===== src/tg_consts.svh =====
/*
 * Traffic generator constants.
 * Bus widths, the configuration register map and the read pipelining limit.
 */

`ifndef TG_CONSTS_SVH
`define TG_CONSTS_SVH

// ==============================
// bus widths
// ==============================
`define TG_CFG_ADDR_WIDTH 4
`define TG_CFG_DATA_WIDTH 32
`define TG_MEM_ADDR_WIDTH 16
`define TG_MEM_DATA_WIDTH 32

// ==============================
// configuration register map
// ==============================
`define TG_REG_BASE  4'd0
`define TG_REG_BEATS 4'd1
`define TG_REG_SEED  4'd2
`define TG_REG_START 4'd3

`define TG_MAX_OUTSTANDING 4

`endif

===== src/tg_pkg.sv =====
/*
 * Traffic generator package.
 * Memory bus types, engine states and the user configuration table that
 * the configuration master replays after reset.
 */

`default_nettype none

`include "tg_consts.svh"

package tg_pkg;

   typedef logic [`TG_MEM_ADDR_WIDTH-1:0] tg_mem_addr_t;
   typedef logic [`TG_MEM_DATA_WIDTH-1:0] tg_mem_data_t;

   typedef enum logic [2:0] {
      ENG_IDLE,
      ENG_WRITE,
      ENG_READ,
      ENG_DRAIN,
      ENG_DONE
   } tg_engine_state_t;

   typedef struct packed {
      logic [`TG_CFG_ADDR_WIDTH-1:0] addr;
      logic [`TG_CFG_DATA_WIDTH-1:0] data;
   } tg_cfg_row_t;

   // ==============================
   // user configuration table
   // ==============================
   localparam int TG_USER_CFG_N_ROW = 4;

   // START must stay the last row, it launches the engine.
   localparam tg_cfg_row_t TG_USER_CFG_ROWS [TG_USER_CFG_N_ROW] = '{
      '{addr: `TG_REG_BASE,  data: 32'h0000_0100},
      '{addr: `TG_REG_BEATS, data: 32'h0000_0010},
      '{addr: `TG_REG_SEED,  data: 32'h1D87_2B41},
      '{addr: `TG_REG_START, data: 32'h0000_0001}
   };

endpackage

`default_nettype wire


===== src/tg_subsys_top.sv =====
/*
 * Traffic generator subsystem.
 * Configuration master, register block and traffic engine; the memory bus
 * and the run results leave the top level.
 */

`timescale 1ns/1ps
`default_nettype none

`include "tg_consts.svh"

module tg_subsys_top import tg_pkg::*; (
   input  logic         clk,
   input  logic         reset,
   output logic         mem_write,
   output logic         mem_read,
   output tg_mem_addr_t mem_address,
   output tg_mem_data_t mem_writedata,
   input  logic         mem_waitrequest,
   input  tg_mem_data_t mem_readdata,
   input  logic         mem_readdatavalid,
   output logic         done,
   output logic         pass,
   output logic         fail,
   output logic [15:0]  error_count,
   output tg_mem_addr_t first_fail_address
);

   // ==============================
   // configuration bus
   // ==============================
   logic                          cfg_write;
   logic [`TG_CFG_ADDR_WIDTH-1:0] cfg_address;
   logic [`TG_CFG_DATA_WIDTH-1:0] cfg_writedata;
   logic                          cfg_waitrequest;
   logic                          at_wait_user_stage;

   // settings handed to the engine.
   logic                          start;
   tg_mem_addr_t                  base_address;
   tg_mem_addr_t                  beat_count;
   tg_mem_data_t                  seed;

   tg_cfg_master u_cfg_master (
      .clk                (clk),
      .reset              (reset),
      .at_wait_user_stage (at_wait_user_stage),
      .cfg_waitrequest    (cfg_waitrequest),
      .cfg_write          (cfg_write),
      .cfg_address        (cfg_address),
      .cfg_writedata      (cfg_writedata)
   );

   tg_cfg_regs u_cfg_regs (
      .clk                (clk),
      .reset              (reset),
      .cfg_write          (cfg_write),
      .cfg_address        (cfg_address),
      .cfg_writedata      (cfg_writedata),
      .cfg_waitrequest    (cfg_waitrequest),
      .at_wait_user_stage (at_wait_user_stage),
      .start              (start),
      .base_address       (base_address),
      .beat_count         (beat_count),
      .seed               (seed)
   );

   tg_traffic_engine u_engine (
      .clk                (clk),
      .reset              (reset),
      .start              (start),
      .base_address       (base_address),
      .beat_count         (beat_count),
      .seed               (seed),
      .mem_write          (mem_write),
      .mem_read           (mem_read),
      .mem_address        (mem_address),
      .mem_writedata      (mem_writedata),
      .mem_waitrequest    (mem_waitrequest),
      .mem_readdata       (mem_readdata),
      .mem_readdatavalid  (mem_readdatavalid),
      .done               (done),
      .pass               (pass),
      .fail               (fail),
      .error_count        (error_count),
      .first_fail_address (first_fail_address)
   );

endmodule

`default_nettype wire


===== src/tg_traffic_engine.sv =====
/*
 * Traffic engine.
 * Writes an LFSR pattern to memory, reads it back with several reads in
 * flight and checks every returned beat against a second LFSR copy.
 */

`timescale 1ns/1ps
`default_nettype none

`include "tg_consts.svh"

module tg_traffic_engine import tg_pkg::*; (
   input  logic         clk,
   input  logic         reset,
   input  logic         start,
   input  tg_mem_addr_t base_address,
   input  tg_mem_addr_t beat_count,
   input  tg_mem_data_t seed,
   output logic         mem_write,
   output logic         mem_read,
   output tg_mem_addr_t mem_address,
   output tg_mem_data_t mem_writedata,
   input  logic         mem_waitrequest,
   input  tg_mem_data_t mem_readdata,
   input  logic         mem_readdatavalid,
   output logic         done,
   output logic         pass,
   output logic         fail,
   output logic [15:0]  error_count,
   output tg_mem_addr_t first_fail_address
);

   localparam int OUTST_W = $clog2(`TG_MAX_OUTSTANDING + 1);

   tg_engine_state_t   state;
   tg_mem_addr_t       wr_idx;
   tg_mem_addr_t       rd_idx;
   tg_mem_addr_t       ret_idx;
   tg_mem_addr_t       last_idx;
   logic [OUTST_W-1:0] outstanding;
   tg_mem_data_t       wr_pattern;
   tg_mem_data_t       chk_pattern;
   logic               start_run;
   logic               wr_accept;
   logic               rd_accept;
   logic               mismatch;

   assign start_run = start && (state == ENG_IDLE);
   assign last_idx  = beat_count - 1'b1;

   tg_pattern_gen u_wr_gen (
      .clk     (clk),
      .reset   (reset),
      .load    (start_run),
      .seed    (seed),
      .advance (wr_accept),
      .pattern (wr_pattern)
   );

   tg_pattern_gen u_chk_gen (
      .clk     (clk),
      .reset   (reset),
      .load    (start_run),
      .seed    (seed),
      .advance (mem_readdatavalid),
      .pattern (chk_pattern)
   );

   // ==============================
   // memory command path
   // ==============================
   // a read stays up until accepted, the outstanding count only rises on accept.
   assign mem_write     = (state == ENG_WRITE);
   assign mem_read      = (state == ENG_READ) && (outstanding < `TG_MAX_OUTSTANDING);
   assign mem_address   = base_address + (mem_write ? wr_idx : rd_idx);
   assign mem_writedata = wr_pattern;
   assign wr_accept     = mem_write && !mem_waitrequest;
   assign rd_accept     = mem_read && !mem_waitrequest;
   assign mismatch      = mem_readdatavalid && (mem_readdata != chk_pattern);

   always_ff @(posedge clk) begin
      if (reset) begin
         state <= ENG_IDLE;
      end else begin
         case (state)
            ENG_IDLE:  if (start) state <= (beat_count == '0) ? ENG_DONE : ENG_WRITE;
            ENG_WRITE: if (wr_accept && wr_idx == last_idx) state <= ENG_READ;
            ENG_READ:  if (rd_accept && rd_idx == last_idx) state <= ENG_DRAIN;
            ENG_DRAIN: if (mem_readdatavalid && ret_idx == last_idx) state <= ENG_DONE;
            ENG_DONE:  state <= ENG_DONE;
            default:   state <= ENG_IDLE;
         endcase
      end
   end

   always_ff @(posedge clk) begin
      if (reset || start_run) begin
         wr_idx  <= '0;
         rd_idx  <= '0;
         ret_idx <= '0;
      end else begin
         if (wr_accept) wr_idx <= wr_idx + 1'b1;
         if (rd_accept) rd_idx <= rd_idx + 1'b1;
         if (mem_readdatavalid) ret_idx <= ret_idx + 1'b1;   // beats return in order.
      end
   end

   always_ff @(posedge clk) begin
      if (reset) begin
         outstanding <= '0;
      end else begin
         outstanding <= outstanding + OUTST_W'(rd_accept) - OUTST_W'(mem_readdatavalid);
      end
   end

   // ==============================
   // result tracking
   // ==============================
   always_ff @(posedge clk) begin
      if (reset || start_run) begin
         error_count        <= '0;
         first_fail_address <= '0;
      end else if (mismatch) begin
         error_count <= error_count + 1'b1;
         if (error_count == '0) begin
            first_fail_address <= base_address + ret_idx;
         end
      end
   end

   assign done = (state == ENG_DONE);
   assign pass = done && (error_count == '0);
   assign fail = done && (error_count != '0);

endmodule

`default_nettype wire


===== src/tg_cfg_regs.sv =====
/*
 * Configuration register slave.
 * Holds base address, beat count and seed, inserts one wait state per
 * write, and launches the engine when START is written.
 */

`timescale 1ns/1ps
`default_nettype none

`include "tg_consts.svh"

module tg_cfg_regs import tg_pkg::*; (
   input  logic                          clk,
   input  logic                          reset,
   input  logic                          cfg_write,
   input  logic [`TG_CFG_ADDR_WIDTH-1:0] cfg_address,
   input  logic [`TG_CFG_DATA_WIDTH-1:0] cfg_writedata,
   output logic                          cfg_waitrequest,
   output logic                          at_wait_user_stage,
   output logic                          start,
   output tg_mem_addr_t                  base_address,
   output tg_mem_addr_t                  beat_count,
   output tg_mem_data_t                  seed
);

   logic wait_done;
   logic accept;
   logic start_hit;
   logic waiting;

   // ==============================
   // wait state generation
   // ==============================
   // first cycle of a write stalls, the second one is accepted.
   assign cfg_waitrequest = cfg_write && !wait_done;
   assign accept          = cfg_write && !cfg_waitrequest;
   assign start_hit       = accept && (cfg_address == `TG_REG_START);

   always_ff @(posedge clk) begin
      if (reset) begin
         wait_done <= 1'b0;
      end else begin
         wait_done <= cfg_waitrequest;   // set after the stall cycle, cleared on accept.
      end
   end

   // ==============================
   // control
   // ==============================
   always_ff @(posedge clk) begin
      if (reset) begin
         waiting <= 1'b1;   // ask for user settings as soon as reset is released.
         start   <= 1'b0;
      end else begin
         start <= start_hit;
         if (start_hit) begin
            waiting <= 1'b0;
         end
      end
   end

   assign at_wait_user_stage = waiting;

   // settings registers, unknown addresses are simply dropped.
   always_ff @(posedge clk) begin
      if (accept) begin
         case (cfg_address)
            `TG_REG_BASE:  base_address <= cfg_writedata[`TG_MEM_ADDR_WIDTH-1:0];
            `TG_REG_BEATS: beat_count   <= cfg_writedata[`TG_MEM_ADDR_WIDTH-1:0];
            `TG_REG_SEED:  seed         <= cfg_writedata;
            default: ;
         endcase
      end
   end

endmodule

`default_nettype wire


===== src/tg_cfg_master.sv =====
/*
 * Configuration master.
 * Waits for the register block to ask for user settings, then writes the
 * user table row by row over the configuration bus, START last.
 */

`timescale 1ns/1ps
`default_nettype none

`include "tg_consts.svh"

module tg_cfg_master import tg_pkg::*; (
   input  logic                          clk,
   input  logic                          reset,
   input  logic                          at_wait_user_stage,
   input  logic                          cfg_waitrequest,
   output logic                          cfg_write,
   output logic [`TG_CFG_ADDR_WIDTH-1:0] cfg_address,
   output logic [`TG_CFG_DATA_WIDTH-1:0] cfg_writedata
);

   localparam int ROW_W = (TG_USER_CFG_N_ROW > 1) ? $clog2(TG_USER_CFG_N_ROW) : 1;
   localparam logic [ROW_W-1:0] LAST_ROW = ROW_W'(TG_USER_CFG_N_ROW - 1);

   typedef enum logic [1:0] {
      MST_INIT,
      MST_WRITE_USER_TRAFFIC,
      MST_DONE
   } mst_state_t;

   mst_state_t       state;
   logic [ROW_W-1:0] row;
   logic             accept;

   assign accept = cfg_write && !cfg_waitrequest;

   // ==============================
   // row sequencing
   // ==============================
   always_ff @(posedge clk) begin
      if (reset) begin
         state <= MST_INIT;
         row   <= '0;
      end else begin
         case (state)
            MST_INIT: begin
               row <= '0;
               if (at_wait_user_stage) begin
                  state <= MST_WRITE_USER_TRAFFIC;
               end
            end
            MST_WRITE_USER_TRAFFIC: begin
               if (accept) begin
                  if (row == LAST_ROW) begin
                     state <= MST_DONE;   // nothing more is sent after START.
                  end else begin
                     row <= row + 1'b1;
                  end
               end
            end
            MST_DONE: state <= MST_DONE;
            default:  state <= MST_INIT;
         endcase
      end
   end

   // the row only moves on acceptance, so address and data hold during a stall.
   assign cfg_write     = (state == MST_WRITE_USER_TRAFFIC);
   assign cfg_address   = TG_USER_CFG_ROWS[row].addr;
   assign cfg_writedata = TG_USER_CFG_ROWS[row].data;

endmodule

`default_nettype wire


===== src/tg_pattern_gen.sv =====
/*
 * LFSR data pattern generator.
 * 32-bit Galois LFSR, loaded from a seed and stepped once per beat.
 */

`timescale 1ns/1ps
`default_nettype none

module tg_pattern_gen import tg_pkg::*; (
   input  logic         clk,
   input  logic         reset,
   input  logic         load,
   input  tg_mem_data_t seed,
   input  logic         advance,
   output tg_mem_data_t pattern
);

   // x^32 + x^22 + x^2 + x + 1, maximal length.
   localparam tg_mem_data_t TAPS      = 32'h8020_0003;
   localparam tg_mem_data_t ZERO_SEED = 32'hB5AD_4ECE;   // used in place of an all zero seed.

   tg_mem_data_t lfsr;

   always_ff @(posedge clk) begin
      if (reset) begin
         lfsr <= ZERO_SEED;
      end else if (load) begin
         lfsr <= (seed == '0) ? ZERO_SEED : seed;   // zero would lock the register up.
      end else if (advance) begin
         lfsr <= (lfsr >> 1) ^ ({32{lfsr[0]}} & TAPS);
      end
   end

   assign pattern = lfsr;

endmodule

`default_nettype wire


===== config.mk =====
export PLATFORM = sky130hd
export DESIGN_NAME = tg_subsys_top
export DESIGN_NICKNAME = d
export VERILOG_FILES = /design/src/tg_pkg.sv /design/src/tg_subsys_top.sv /design/src/tg_traffic_engine.sv /design/src/tg_cfg_regs.sv /design/src/tg_cfg_master.sv /design/src/tg_pattern_gen.sv
export VERILOG_INCLUDE_DIRS = /design/src
export SDC_FILE = /design/constraint.sdc
export NUM_CORES = 1
export LEC_CHECK = 0
export ABC_AREA = 1
export BUFFER_PORTS_ARGS = -buffer_cell sky130_fd_sc_hd__buf_2
export CORE_MARGIN = 8
export CORE_UTILIZATION = 35
export CTS_CLUSTER_DIAMETER = 100
export CTS_CLUSTER_SIZE = 16
export DETAILED_ROUTE_END_ITERATION = 8
export GPL_TIMING_DRIVEN = 0
export HOLD_SLACK_MARGIN = 0.03
export PLACE_DENSITY_LB_ADDON = 0.15
export SETUP_SLACK_MARGIN = 0.05
export SLEW_MARGIN = 40
export SYNTH_ARGS = -nofsm -noshare
export SYNTH_HDL_FRONTEND = slang
export SYNTH_HIERARCHICAL = 1
export SYNTH_SLANG_ARGS = --single-unit

===== constraint.sdc =====
create_clock -name clk -period 3.1 [get_ports clk]
set_clock_uncertainty 0.1 [all_clocks]
set_input_delay 0 -clock clk [delete_from_list [all_inputs] [get_ports clk]]
set_output_delay 0 -clock clk [all_outputs]
set_load 0.05 [all_outputs]

# After elaboration in Yosys (flattened, before gate mapping)

Index checks and enable logic that the tools add are counted.
W data, S select, Z words.

Flip-flop bits (word level): 221
Output and inout port bits: 85
Input port bits: 36
Word-level logic and storage cells: 110

Bitwise logic cells: 3
Eq/ne operators: 22
Reductions and logical operators: 34
Mux-type cells: 22
Order comparisons: 2
Add/subtract/negate cells: 10

Operators with widths:

| operator                | number |
|---|---|
| $mux W32                | 5 |
| $bmux W36 S2            | 1 |
| $mux W36                | 2 |
| $add A16 B1 Y16 const B | 4 |
| $xor A31 B32 Y32        | 2 |
| $eq A16 B16 Y1          | 3 |
| $add A16 B16 Y16        | 2 |
| $logic_not A16 Y1       | 2 |
| $logic_not A32 Y1       | 1 |
| $ne A32 B32 Y1          | 1 |
| $mux W16                | 1 |
| $reduce_bool A16 Y1     | 1 |
| $sub A16 B1 Y16 const B | 1 |
| $mux W3                 | 5 |
| $pmux W3 S5             | 1 |
| $logic_and A1 B1 Y1     | 13 |
| $ne A2 B2 Y1 const B    | 6 |
| $mux W2                 | 5 |
| $eq A4 B2 Y1 const B    | 2 |
| $reduce_and A2 Y1       | 4 |
| $eq A3 B2 Y1 const B    | 2 |
| $pmux W2 S3             | 1 |
| $reduce_and A3 Y1       | 2 |
| $reduce_bool A2 Y1      | 3 |
| 19 further kinds        | 23 |

# Depth between registers and ports, before layout

Gate-level depths: netlist of run 1.

Word-level depth: 6
Mapped depth: 18
Gate-level depth less buffers: 18

# Hierarchy

The synthesis of run 1 kept the hierarchy.

By module, submodules not included:

| module            | cells an instance | times used | area each (µm²) | sequential area each (µm²) |
|---|---|---|---|---|
| tg_traffic_engine | 1096              | 1          | 6980.4          | 1721.7 |
| tg_pattern_gen    | 263               | 2          | 1702.9          | 640.6 |
| tg_cfg_regs       | 87                | 1          | 2077.0          | 1981.9 |
| tg_cfg_master     | 81                | 1          | 570.5           | 80.1 |

# Worst setup path after synthesis of run 1

No wires, ideal clock.

Kind: register -> output
Start point: reg u_engine.state[1]
End point: out mem_address[13]
Buffers on the path: 2
Stages on the path, launching flop included: 13
Data arrival time: 3672 ps
Required time: 3000 ps
Setup slack: -672 ps
Path through: dfxtp_1 > nor3_4 > clkbuf_1 > clkbuf_1 > o21ai_0 > ha_1 > nand2_1 > o21ai_1 > a21boi_0 > o21ai_0 > nand2_1 > nand2_1 > xor2_1

Longest elaborated chain between the ends: 3

RTL lines:

| item                   | RTL line                | source |
|---|---|---|
| from (decl)            | tg_traffic_engine.sv:35 | `tg_engine_state_t state;` |
| from (signal assigned) | tg_traffic_engine.sv:86 | `ENG_IDLE: if (start) state <= (beat_count == '0) ? ENG_DONE : ENG_WRITE;` |
| $eq A3 B1 Y1           | tg_traffic_engine.sv:73 | `assign mem_write = (state == ENG_WRITE);` |
| named net mem_write    | tg_subsys_top.sv:15     | `output logic mem_write,` |
| $mux W16               | tg_traffic_engine.sv:75 | `assign mem_address = base_address + (mem_write ? wr_idx : rd_idx);` |
| $add A16 B16 Y16       | tg_traffic_engine.sv:75 |  |
| to (decl)              | tg_subsys_top.sv:17     | `output tg_mem_addr_t mem_address,` |

The timed path passes the listed nets, and every way through them passes these cells.

# Worst setup path after layout of run 1

Start point: reg u_engine.state[1]
End point: out mem_address[13]

Longest elaborated chain between the ends: 3

RTL lines:

| item             | RTL line |
|---|---|
| $eq A3 B1 Y1     | tg_traffic_engine.sv:73 |
| $mux W16         | tg_traffic_engine.sv:75 |
| $add A16 B16 Y16 | tg_traffic_engine.sv:75 |

Every way passes these cells.

==> results by group, run 1 <==
Worst setup path
  – RR Endpoint: u_engine/state[2]
  – Startpoint Class: flip-flop
  – Crit-path slowest cell: dfxtp_4
  – Critical Path End Type: output pin
  – Critical-path maximum fanout: 7
  – CP Data Arrival Time: between 3 and 4 ns
  – Crit path required time: 3.00 ns
  – Worst path max stage delay: 0.36 ns
  – CP Class: reg -> out
  – Critical path depth: 16
  – Worst r2r path cells: 16
  – Crit path to: mem_address[13]
  – CP cell instances: nor3_4 -> buf_6 -> clkbuf_16 -> nand2_4 -> o21ai_4 -> ha_4 -> a21oi_4 -> o21ai_4 -> a21boi_4 -> o21ai_4 -> a21boi_2 -> o21ai_2 -> nand2_1 -> nand2_2 -> xor2_4 -> buf_8
  – Cell mode on critical path: o21ai_4
  – Reg2Reg Setup Slack: 0.25 ns
  – CP delay by family, top: compound AO/OA/AOI/OAI gates
  – CP startpoint: u_engine/state[1]
  – Reg2reg start: u_cfg_regs/beat_count[0]
  – Worst Path Buf+Inv: 3

Power
  – P_int: 4.627 mW
  – Pwr/cell area: 405.0 nW/um^2
  – Clock share of power: 0.350
  – Switching share of power: 0.2785
  – Combinational share of power: 0.149
  – P_sw: 1.786 mW
  – Worst vdd ir: about 0.00026 V
  – Power, Total: 6.413 mW
  – Pleak: 6.554 nW
  – Sequential Power Share: 0.501

STA
  – Slew HR: 0.4714
  – Fin crit share: 1.018
  – Final Max Tran Viols: 0
  – Setup violators final: 5
  – Final setup margin: -0.05560 ns
  – Least-Margin Pin Slew: 0.7928 ns
  – TNS Setup: -0.1256 ns
  – Tmin final: 3.156 ns
  – Max Clock Freq: 0.3169 GHz
  – WHS: 0.1625 ns
  – Unrepaired setup endpoints after global routing: yes
  – Final Hold Vio Count: 0

Route
  – WL met2: about 20000 um
  – Metal3 WL: 2388 um
  – DR vias: ~13000
  – Wire per inst: ~18 um
  – Routed WL: 43370 um
  – Iter 0 DRT Violations: 839
  – Vias per cell: 5.055
  – DRC: 0
  – Post-route ant nets: 0
  – TritonRoute pass-1 iters: 5
  – Max Used Layer: met4
  – M1 WL: 20170 um

GRT
  – Antenna violations before repair: 0
  – Vias in the first global route: approximately 12000
  – GRT Overall Usage: 0.1895
  – Largest net degree at the start of global routing: 19
  – First-pass GRT wire length: between 60000 and 70000 um
  – Total gr overflow: 0

Synthesis
  – Synthesis-stage register bit count: between 200 and 250
  – Synth unique cells: 45
  – Share of the synthesized area in the top cell type: 0.2411
  – Cells after Synth: 1790
  – Area leader, netlist: dfxtp_1
  – Syn Area/Cell: 7.281 sq um
  – Synth Cell Area: 13030 sq um
  – Ys Warns: 6
  – Main area contributors after synthesis: dfxtp_1 (24%), edfxtp_1 (15%), nand2_1 (11%)
  – Register area share after synthesis: 0.3886

Clock tree
  – TritonCTS clock tree: done
  – Worst-skew pair later-pin latency: approximately 0.5 ns
  – Clock sinks: 221
  – Longest Clk Path Bufs: 3
  – Total CTS buffers: 18
  – Root Buffer: clkbuf_16
  – CTS clock-pin slew for the worst setup and hold paths: 0.07 ns
  – H-tree depth: 1

Cells and area
  – Most common cell after layout, fill and taps aside: nand2_1
  – Net count, final: 2082
  – Area growth syn-to-layout: 21.47%
  – Most frequent cells in the layout: nand2_1 (370), nor2_1 (224), inv_1 (165)
  – Finished Layout Cells: between 2000 and 2500
  – Share of cells above drive strength 1: 0.1904
  – ANT cells: 0
  – Post-Route Utilization: 0.4325
  – Final non-filler cell area: 15830 sq um

Run status
  – Status: finished with violations
  – Failing checks: negative setup slack

Worst hold path
  – Min-Delay Path Class: in -> reg

Floorplanning
  – Core ar.: about 37000 sq um
  – Die area: 43670 sq um
  – Row cnt: 70
  – Io pins: approximately 120
  – Die height: 209.0 um
  – Initial Util: 0.3560
  – Die Wd: 209.0 um

Placed design
  – Hpwl dp: 33410 um
  – I/O Buffers: 120
  – RD Place Congestion: slightly above 0.9
  – DP Cell Count: 2401
  – Worst slack at placement: -0.9441 ns
  – Placed cell area: roughly 14000 sq um

Flow run
  – Max_cap viols: 0
==> cell usage after synthesis (all sizes together) <==
master	number
o21bai	4
buf	58
edfxtp	64
clkinv	1
nor4	8
nor2	244
and2	2
o211ai	2
nand3	115
a31oi	3
dfxtp	157
clkbuf	26
nor3	37
o21a	6
or2	1
inv	175
ha	46
a221oi	20
o2111ai	1
nand2	390
nand3b	2
nand4	15
a21oi	145
a211oi	1
nor3b	2
o21ai	178
o31ai	2
fa	3
xnor2	46
a21boi	3
xor2	32
conb	1
==> cell families after synthesis <==
logic type                 share of synthesized area
and+or+nand+nor                               0.2710
buffers and inverters                        0.08899
other                                      0.0002877
DFF                                           0.3886
AOI/OAI and AO/OA                             0.1499
xor gates and xnor gates                     0.05241
adders and majority gates                    0.04877
==> worst min path at each step <==
| stage | start | endpoint | slack, ns | cells past startpoint |
|---|---|---|---|---|
| floorplan | reset | u_engine/outstanding[1] | -0.03 | 1 |
| global placement | reset | u_engine/outstanding[1] | 0.29 | 2 |
| detailed placement | reset | u_engine/outstanding[1] | 0.30 | 2 |
| CTS | mem_readdata[14] | u_engine/error_count[15] | 0.17 | 10 |
| global route | mem_readdata[14] | u_engine/error_count[15] | 0.27 | 10 |
| finish | mem_readdata[14] | u_engine/error_count[15] | 0.16 | 10 |
==> cell type report <==
| class | count | area, sq um |
|---|---|---|
| plain buffers | 84 | 556.8 |
| clock buffers | 26 | 501.7 |
| clock inverters | 3 | 23.77 |
| fillers | 3736 | 20780 |
| inverters | 176 | 663.1 |
| multi-input cells | 1327 | 7368 |
| flip-flops and latches | 221 | 5071 |
| well taps | 468 | 585.6 |
| repair buffers | 169 | 1062 |
==> worst min-delay path, stage by stage <==
cell and delay, ns:
buf_2 0.08, xnor2_1 0.05, nand2_1 0.05, nor2_1 0.03
nand2_1 0.05, nor2_1 0.03, nand2_1 0.04, nand2_1 0.19
nand2_1 0.12, a21oi_1 0.06
==> routing by layer <==
metal | vias to the layer above | global-route usage
met1 | 5816 | 0.2556
li1 | 6280 | -
met2 | 360 | 0.3163
met3 | 49 | 0.02694
met4 | 0 | 0.04544
met5 | - | 0
==> power groups by stage <==
stage | clock network (mW) | registers (mW) | logic (mW)
2_1_floorplan | 0 | 3.34 | 0.587
3_3_place_gp | 0 | 3.28 | 0.914
3_5_place_dp | 0 | 3.28 | 0.936
4_1_cts | 2.31 | 3.21 | 0.955
5_1_grt | 2.40 | 3.23 | 1.06
6_report | 2.24 | 3.21 | 0.957
==> repair_timing <==
action	4_1_cts	5_1_grt
endpoints found under the setup margin	15	18
buffers inserted	34	6
pin swaps	38	31
hold buffers	3	0
hold endpoints to repair	26	0
gates resized for setup	98	46
Power figures use the tool's default switching activity.
==> run 2, diff against run 1 <==
==> constraint.sdc (replaced) <==
create_clock -name clk -period 3.15 [get_ports clk]
set_clock_uncertainty 0.1 [all_clocks]
set_input_delay 0 -clock clk [delete_from_list [all_inputs] [get_ports clk]]
set_output_delay 0 -clock clk [all_outputs]
set_load 0.05 [all_outputs]
==> run 2 against run 1 <==
The run still ends with negative setup slack left; clock power fell by 6%; flip-flop and latch count unchanged; setup slack better by 0.038 ns; combinational power shrank 2%; critical path type unchanged; highest routed layer unchanged.
==> results by group, run 2 (synthesis gave the netlist of run 1 again) <==
Cells and area
  – Most common cell after layout, fill and taps aside: nand2_1
  – Share of cells above drive strength 1: 0.1817
  – Most frequent cells in the layout: nand2_1 (372), nor2_1 (225), inv_1 (165)
  – Finished Layout Cells: 2471
  – ANT cells: 0
  – Net count, final: 2078
  – Area growth syn-to-layout: 19.99%

Worst setup path
  – CP delay by family, top: buffers and inverters
  – Worst Path Buf+Inv: 7
  – Critical-path maximum fanout: 7
  – CP Class: reg -> out
  – Crit-path slowest cell: dfxtp_2
  – Critical Path End Type: output pin
  – CP cell instances: inv_2 -> nor3_4 -> buf_6 -> buf_8 -> nand2_1 -> o21ai_2 -> ha_4 -> a21oi_1 -> inv_1 -> a31oi_4 -> o21ai_4 -> buf_4 -> buf_6 -> nand4_1 -> nand2_2 -> xor2_2 -> buf_6
  – Startpoint Class: flip-flop
  – CP Data Arrival Time: about 3.1 ns
  – Crit path required time: slightly above 3 ns
  – Cell mode on critical path: buf_6
  – Worst path max stage delay: 0.34 ns

Power
  – Switching share of power: 0.2794
  – Worst vdd ir: slightly below 0.0003 V
  – Pwr/cell area: 397.3 nW/um^2
  – Power, Total: 6.213 mW
  – Combinational share of power: 0.151
  – Sequential Power Share: 0.509
  – P_sw: 1.736 mW
  – P_int: around 4.5 mW
  – Clock share of power: 0.340
  – Pleak: 6.475 nW

Placed design
  – DP Cell Count: 2400
  – Hpwl dp: 33420 um
  – Worst slack at placement: -0.9414 ns
  – RD Place Congestion: 0.9421
  – I/O Buffers: 120

STA
  – Final setup margin: -0.01714 ns
  – Fin crit share: 1.005
  – TNS Setup: -0.01714 ns
  – WHS: 0.1801 ns
  – Least-Margin Pin Slew: 0.8395 ns
  – Slew HR: 0.4404
  – Final Max Tran Viols: 0
  – Final Hold Vio Count: 0
  – Tmin final: 3.167 ns
  – Setup violators final: 1
  – Max Clock Freq: 0.3157 GHz
  – Unrepaired setup endpoints after global routing: yes

Floorplanning
  – Io pins: 121
  – Die height: 209.0 um
  – Core ar.: 36610 sq um
  – Initial Util: 0.3560
  – Die Wd: ~210 um
  – Die area: ~44000 sq um
  – Row cnt: 70

GRT
  – Antenna violations before repair: 0
  – First-pass GRT wire length: 67000 um
  – Vias in the first global route: 11853
  – Total gr overflow: 0
  – Largest net degree at the start of global routing: 19
  – GRT Overall Usage: 0.1909

Route
  – DR vias: about 12000
  – Iter 0 DRT Violations: 818
  – Wire per inst: 17.45 um
  – TritonRoute pass-1 iters: 5
  – Routed WL: 43110 um
  – DRC: 0
  – Post-route ant nets: 0
  – Vias per cell: roughly 5.0

Clock tree
  – Root Buffer: clkbuf_16
  – H-tree depth: 1
  – CTS clock-pin slew for the worst setup and hold paths: 0.07 ns
  – Clock sinks: roughly 220
  – TritonCTS clock tree: done
  – Worst-skew pair later-pin latency: 0.50 ns
  – Total CTS buffers: 17
  – Longest Clk Path Bufs: 3

Flow run
  – Max_cap viols: 0

Run status
  – Status: finished with violations
  – Failing checks: negative setup slack

Worst hold path
  – Min-Delay Path Class: in -> reg
## run 2: final timing paths
check / from / end / slack, ns / cells past startpoint
setup / recovery: u_engine/state[0] / mem_address[14] / -0.02 / 17
hold / removal: mem_readdata[15] / u_engine/error_count[15] / 0.18 / 10
setup reg to reg: u_engine/state[0] / u_engine/wr_idx[0] / 0.26 / 12
hold reg to reg: u_cfg_regs/at_wait_user_stage / u_cfg_regs/at_wait_user_stage / 0.35 / 2
## run 2: worst register-to-register path: stages (launching register included)
cell      delay [ns]
dfxtp_2         0.33
inv_2           0.07
buf_4           0.10
buf_4           0.10
nand2_1         0.08
nor2_1          0.10
inv_1           0.08
o21ai_2         0.65
inv_1           0.16
clkbuf_1        0.39
clkbuf_2        0.40
o21ai_0         0.16
a21oi_1         0.06
## run 2: metrics by stage
| step | util | area [sq um] |
|---|---|---|
| 2_1_floorplan | - | 13150 |
| 3_3_place_gp | 0.3915 | 14330 |
| 3_5_place_dp | 0.3934 | 14400 |
| 4_1_cts | 0.4211 | 15410 |
| 5_1_grt | 0.4272 | 15640 |
| 6_report | 0.4272 | 15640 |
## run 2: area by class of cell
type / instances / area (sq um)
fill: 3778 / 20970
clock buffer: 28 / 476.7
sequential: 221 / 5069
clock inverter: 1 / 8.758
buffer: 83 / 521.8
tap: 468 / 585.6
inverter: 176 / 663.1
multi-input combinational: 1327 / 7272
timing repair buffer: 167 / 1042
## run 2: per-layer routing
metal	vias to the layer above	routed length, um	global-route usage
li1	6276	-	-
met1	5737	20020	0.2580
met2	353	19780	0.3162
met3	51	2439	0.03023
met4	0	873	0.04447
met5	-	0	0
## run 2: what timing repair did
action                     4_1_cts  5_1_grt
pin swaps                       30       27
setup endpoints to repair       15       31
buffers inserted                31        9
gates resized for setup         75       43
hold buffers                     3        0
hold endpoints to repair        28        0
cloned                           0        0
## run 2: power groups by stage
stage                     clock network (mW)  logic [mW]  registers (mW)
after floorplan                            0       0.578            3.29
after global placement                     0       0.897            3.23
after detailed placement                   0       0.921            3.23
after CTS                               2.19       0.940            3.16
after global routing                    2.29        1.05            3.18
final                                   2.11       0.938            3.16
